$ cat src/verilog/dcache_config.svh
// data cache sizing macros shared by the package and the lookup array RTL
`ifndef DCACHE_CONFIG_SVH
`define DCACHE_CONFIG_SVH

// --------------------------------------------------
// geometry
// --------------------------------------------------

// total number of lines held by the cache
`define CACHE_LINES 64

// associativity
`define CACHE_WAYS 4

// sets follow from lines and ways
`define CACHE_SETS (`CACHE_LINES / `CACHE_WAYS)

// --------------------------------------------------
// widths
// --------------------------------------------------

// cpu byte address
`define ADDR_W 32

// 32 data bytes plus one status byte
`define LINE_BYTES 33

// read word returned on a hit
`define WORD_W 64

`endif
$ cat src/verilog/dcachePkg.sv
// data cache line layout, the dual-view line union and address field types
`include "dcache_config.svh"

package dcachePkg;

	// data bytes exclude the status byte at the top of the line
	localparam int DATA_BYTES = `LINE_BYTES - 1;
	localparam int DATA_W = DATA_BYTES * 8;
	localparam int OFS_W = $clog2(DATA_BYTES);
	localparam int SET_W = $clog2(`CACHE_SETS);
	localparam int TAG_W = `ADDR_W - SET_W - OFS_W;
	localparam int WAY_W = $clog2(`CACHE_WAYS);
	// low bits of the status byte
	localparam int FAULT_W = 3;

	// field view, used when a line is read
	typedef struct packed {
		logic [7:0] status;
		logic [DATA_W-1:0] data;
	} lineFields_t;

	// byte view, used for byte-enable writes
	typedef logic [`LINE_BYTES-1:0][7:0] lineBytes_t;

	// same 264 bits, two decodings
	typedef union packed {
		lineFields_t f;
		lineBytes_t b;
	} cacheLine_t;

	typedef logic [SET_W-1:0] setIdx_t;
	typedef logic [TAG_W-1:0] tagBits_t;
	typedef logic [WAY_W-1:0] wayIdx_t;

endpackage

$ cat src/verilog/dcacheHitSelect.sv
// hit way line mux with aligned word extraction and fault code readout
`timescale 1ns/100ps
`include "dcache_config.svh"

module dcacheHitSelect import dcachePkg::*; (
	input  logic [`CACHE_WAYS-1:0] hitWays_i,
	input  cacheLine_t             wayLines_i [`CACHE_WAYS],
	input  logic [OFS_W-1:0]       offset_i,
	output logic                   hit_o,
	output logic [`WORD_W-1:0]     word_o,
	output logic [FAULT_W-1:0]     fault_o
);

	cacheLine_t hitLine;
	logic [DATA_W-1:0] shifted;

	// --------------------------------------------------
	// way mux
	// --------------------------------------------------

	// and-or mux, hitWays_i is zero or one-hot
	// so a miss leaves the line at zero
	always_comb begin
		hitLine = '0;
		for (int w = 0; w < `CACHE_WAYS; w++) begin
			if (hitWays_i[w]) begin
				hitLine = hitLine | wayLines_i[w];
			end
		end
	end

	// --------------------------------------------------
	// word align
	// --------------------------------------------------

	// byte offset to bit shift, zeros come in past byte 31
	assign shifted = hitLine.f.data >> {offset_i, 3'b000};

	assign hit_o = |hitWays_i;
	assign word_o = shifted[`WORD_W-1:0];
	// fault code sits in the low status bits
	assign fault_o = hitLine.f.status[FAULT_W-1:0];

endmodule

$ cat config.mk
export PLATFORM = sky130hd
export DESIGN_NAME = dcacheHitSelect
export DESIGN_NICKNAME = d
export VERILOG_FILES = /design/src/verilog/dcachePkg.sv /design/src/verilog/dcacheHitSelect.sv
export VERILOG_INCLUDE_DIRS = /design/src /design/src/verilog
export SDC_FILE = /design/constraint.sdc
export NUM_CORES = 1
export LEC_CHECK = 0
export BUFFER_PORTS_ARGS = -buffer_cell sky130_fd_sc_hd__buf_2
export CELL_PAD_IN_SITES_DETAIL_PLACEMENT = 0
export CELL_PAD_IN_SITES_GLOBAL_PLACEMENT = 1
export CORE_AREA = 2 2 447 449
export DETAILED_ROUTE_END_ITERATION = 8
export DIE_AREA = 0 0 449 451
export PLACE_DENSITY = 0.38
export SYNTH_ARGS = -nofsm -noshare
export SYNTH_HDL_FRONTEND = slang
export SYNTH_SLANG_ARGS = --single-unit
$ cat constraint.sdc
create_clock -name vclk -period 5.8
set_input_delay 0.58 -clock vclk [all_inputs]
set_output_delay 0.58 -clock vclk [all_outputs]
set_load 0.02 [all_outputs]
==> flow_metrics.env <==
export IMPL_place_ws_ns=1.27
export IMPL_worst_pin_slew_ns=1.22
export IMPL_power_leakage_uw=0.00952
export IMPL_min_path_type="input port to output port"
export IMPL_finalSetupTns_ns=0
export IMPL_nClkBuffers=0
export IMPL_grt_max_degree=76
export IMPL_gp_congestion=0.903
export IMPL_ctsHoldBuffers=0
export IMPL_hpwl_mm=167
export IMPL_die_h_um=451
export IMPL_synth_cells=2102
export IMPL_period_needed_ns=4.81
export IMPL_drtIter0Drc=2164
export IMPL_maxCapViolCount=0
export IMPL_seq_area_um2=0
export IMPL_slowest_delay_ns=0.93
export IMPL_yosys_warnings=0
export IMPL_p_per_area_nw_per_um2=116
export IMPL_synth_fp_nets=3167
export IMPL_crit_top_cell="o21ai_0"
export IMPL_final_cell_mix="buf_2, a22oi_1, nand2_1"
export IMPL_crit_family="compound AO/OA/AOI/OAI gates"
export IMPL_syn_avg_cell_area_um2=6.96
export IMPL_port_buffers=1113
export IMPL_path_buf_inv=3
export IMPL_fp_row_count=164
export IMPL_drc=0
export IMPL_slew_headroom=0.184
export IMPL_area_growth_syn_to_layout_pct=59.5
export IMPL_dp_cells=5720
export IMPL_crit_path_max_fanout=65
export IMPL_track_usage=0.178
export IMPL_final_util=0.118
export IMPL_nets=4131
export IMPL_routedWlPerCell_um=33.4
export IMPL_die_w_um=449
export IMPL_post_route_period_util=0.829
export IMPL_firstDrtPassIters=5
export IMPL_yosysUniqueCellTypes=57
export IMPL_path_cells="buf_8 -> buf_4 -> a22oi_1 -> nand3_1 -> o21ai_0 -> o21ai_0 -> o22ai_1 -> nor4_1 -> buf_2"
export IMPL_design_seq_count=0
export IMPL_via_count=24400
export IMPL_peakVddDrop_mv=0.0768
export IMPL_cts_resized=0
export IMPL_whs_ns=1.50
export IMPL_die_area_um2=202000
export IMPL_core_area_um2=198000
export IMPL_overflow=0
export IMPL_crit_type="input port to output port"
export IMPL_routed_wl_mm=192
export IMPL_critPathArrivalTime_ns=4.23
export IMPL_timing_fmax_mhz=208
export IMPL_layout_commonest_cell="buf_2"
export IMPL_required_ns=5.22
export IMPL_layout_drive_gt1_share=0.445
export IMPL_io_pins=1133
export IMPL_fill_cells=23500
export IMPL_post_cts_setup_buffers=0
export IMPL_startpoint_type="input port"
export IMPL_syn_cell_area_um2=14600
export IMPL_final_cells=5739
export IMPL_path_depth=9
export IMPL_seq_area_frac_synth=0
export IMPL_rsz0062_at_grt="no"
export IMPL_report_final_hold_viol_count=0
export IMPL_ant_nets=0
export IMPL_critPathSlowestCell="o21ai_0"
export IMPL_worst_slack_ns=0.992
export IMPL_min_path_cells=4
export IMPL_viasPerCell=4.26
export IMPL_worstSetupEndpointType="output port"
export IMPL_start_util=0.0738
export IMPL_antenna_found_initial=69
export IMPL_outcome="finished clean"
export IMPL_grt_pass1_wl_mm=243
export IMPL_setup_viol_count_final=0
export IMPL_grt_pass1_vias=23800
export IMPL_slew_viol_final=0
==> tightest hold or removal path: stages <==
cell	delay [ns]
buf_2	0.07
a22oi_1	0.05
nand2_1	0.06
buf_2	0.15
==> stage by stage <==
step / instance area, um^2 / power (uW)
detailed placement: 23300 / 2750
global placement: 23300 / 2740
CTS: 23300 / 2750
finish: 23300 / 2720
floorplan: 14600 / 1220
global route: 23300 / 2880
==> per-layer routing <==
layer	routed length [um]	GRT usage	vias to the layer above
li1	-	-	10700
met1	83700	0.235	12300
met2	91900	0.305	1269
met3	10700	0.0270	176
met4	5400	0.0377	20
met5	111	0	-
==> synthesized netlist by cell type (8+ instances only) <==
cell type  count  area (um^2)
buf_6         14          158
nor3_1        19         95.1
clkbuf_1      71          267
a21oi_1       58          290
mux2_2        14          158
buf_1         11         41.3
a22oi_1      503         3780
nand3_1      143          716
mux4_2        99         2230
nor2_1        77          289
o22a_1         8         70.1
buf_2        147          736
mux2i_1       63          631
a22o_1        44          385
nand2_1      251          942
o211a_1       11          110
a211oi_1      33          248
nand4_1        8         50.1
o211ai_1      34          255
a221oi_1      47          412
o22ai_1      137          857
o21a_1        25          188
and2_1        22          138
o21ai_0      172          861
==> area by class of cell <==
cell class         instances  area (um^2)  area share
multi-input cells       1847        13400       0.576
repair buffers          1212         6510       0.279
well taps               2656         3320       0.142
diodes                    19         47.5     0.00204
inverters                  5         28.8     0.00123
==> worst paths after layout <==
path / start / endpoint / slack, ns
worst max-delay path: hitWays_i[2] / word_o[4] / 0.99
worst min-delay path: wayLines_i[786] / fault_o[2] / 1.50
==> where the power goes <==
part / switching (uW) / internal [uW]
combinational: 1810 / 906
clock: 0 / 0.000259
sequential: 0 / 0
total: 1810 / 906
==> logic make-up after synthesis <==
logic type      after synthesis  synth area share
simple gates                536             0.159
mux                         176             0.206
compound gates             1135             0.547
buf+inv                     255            0.0869
(Power assumes the default switching activity.)
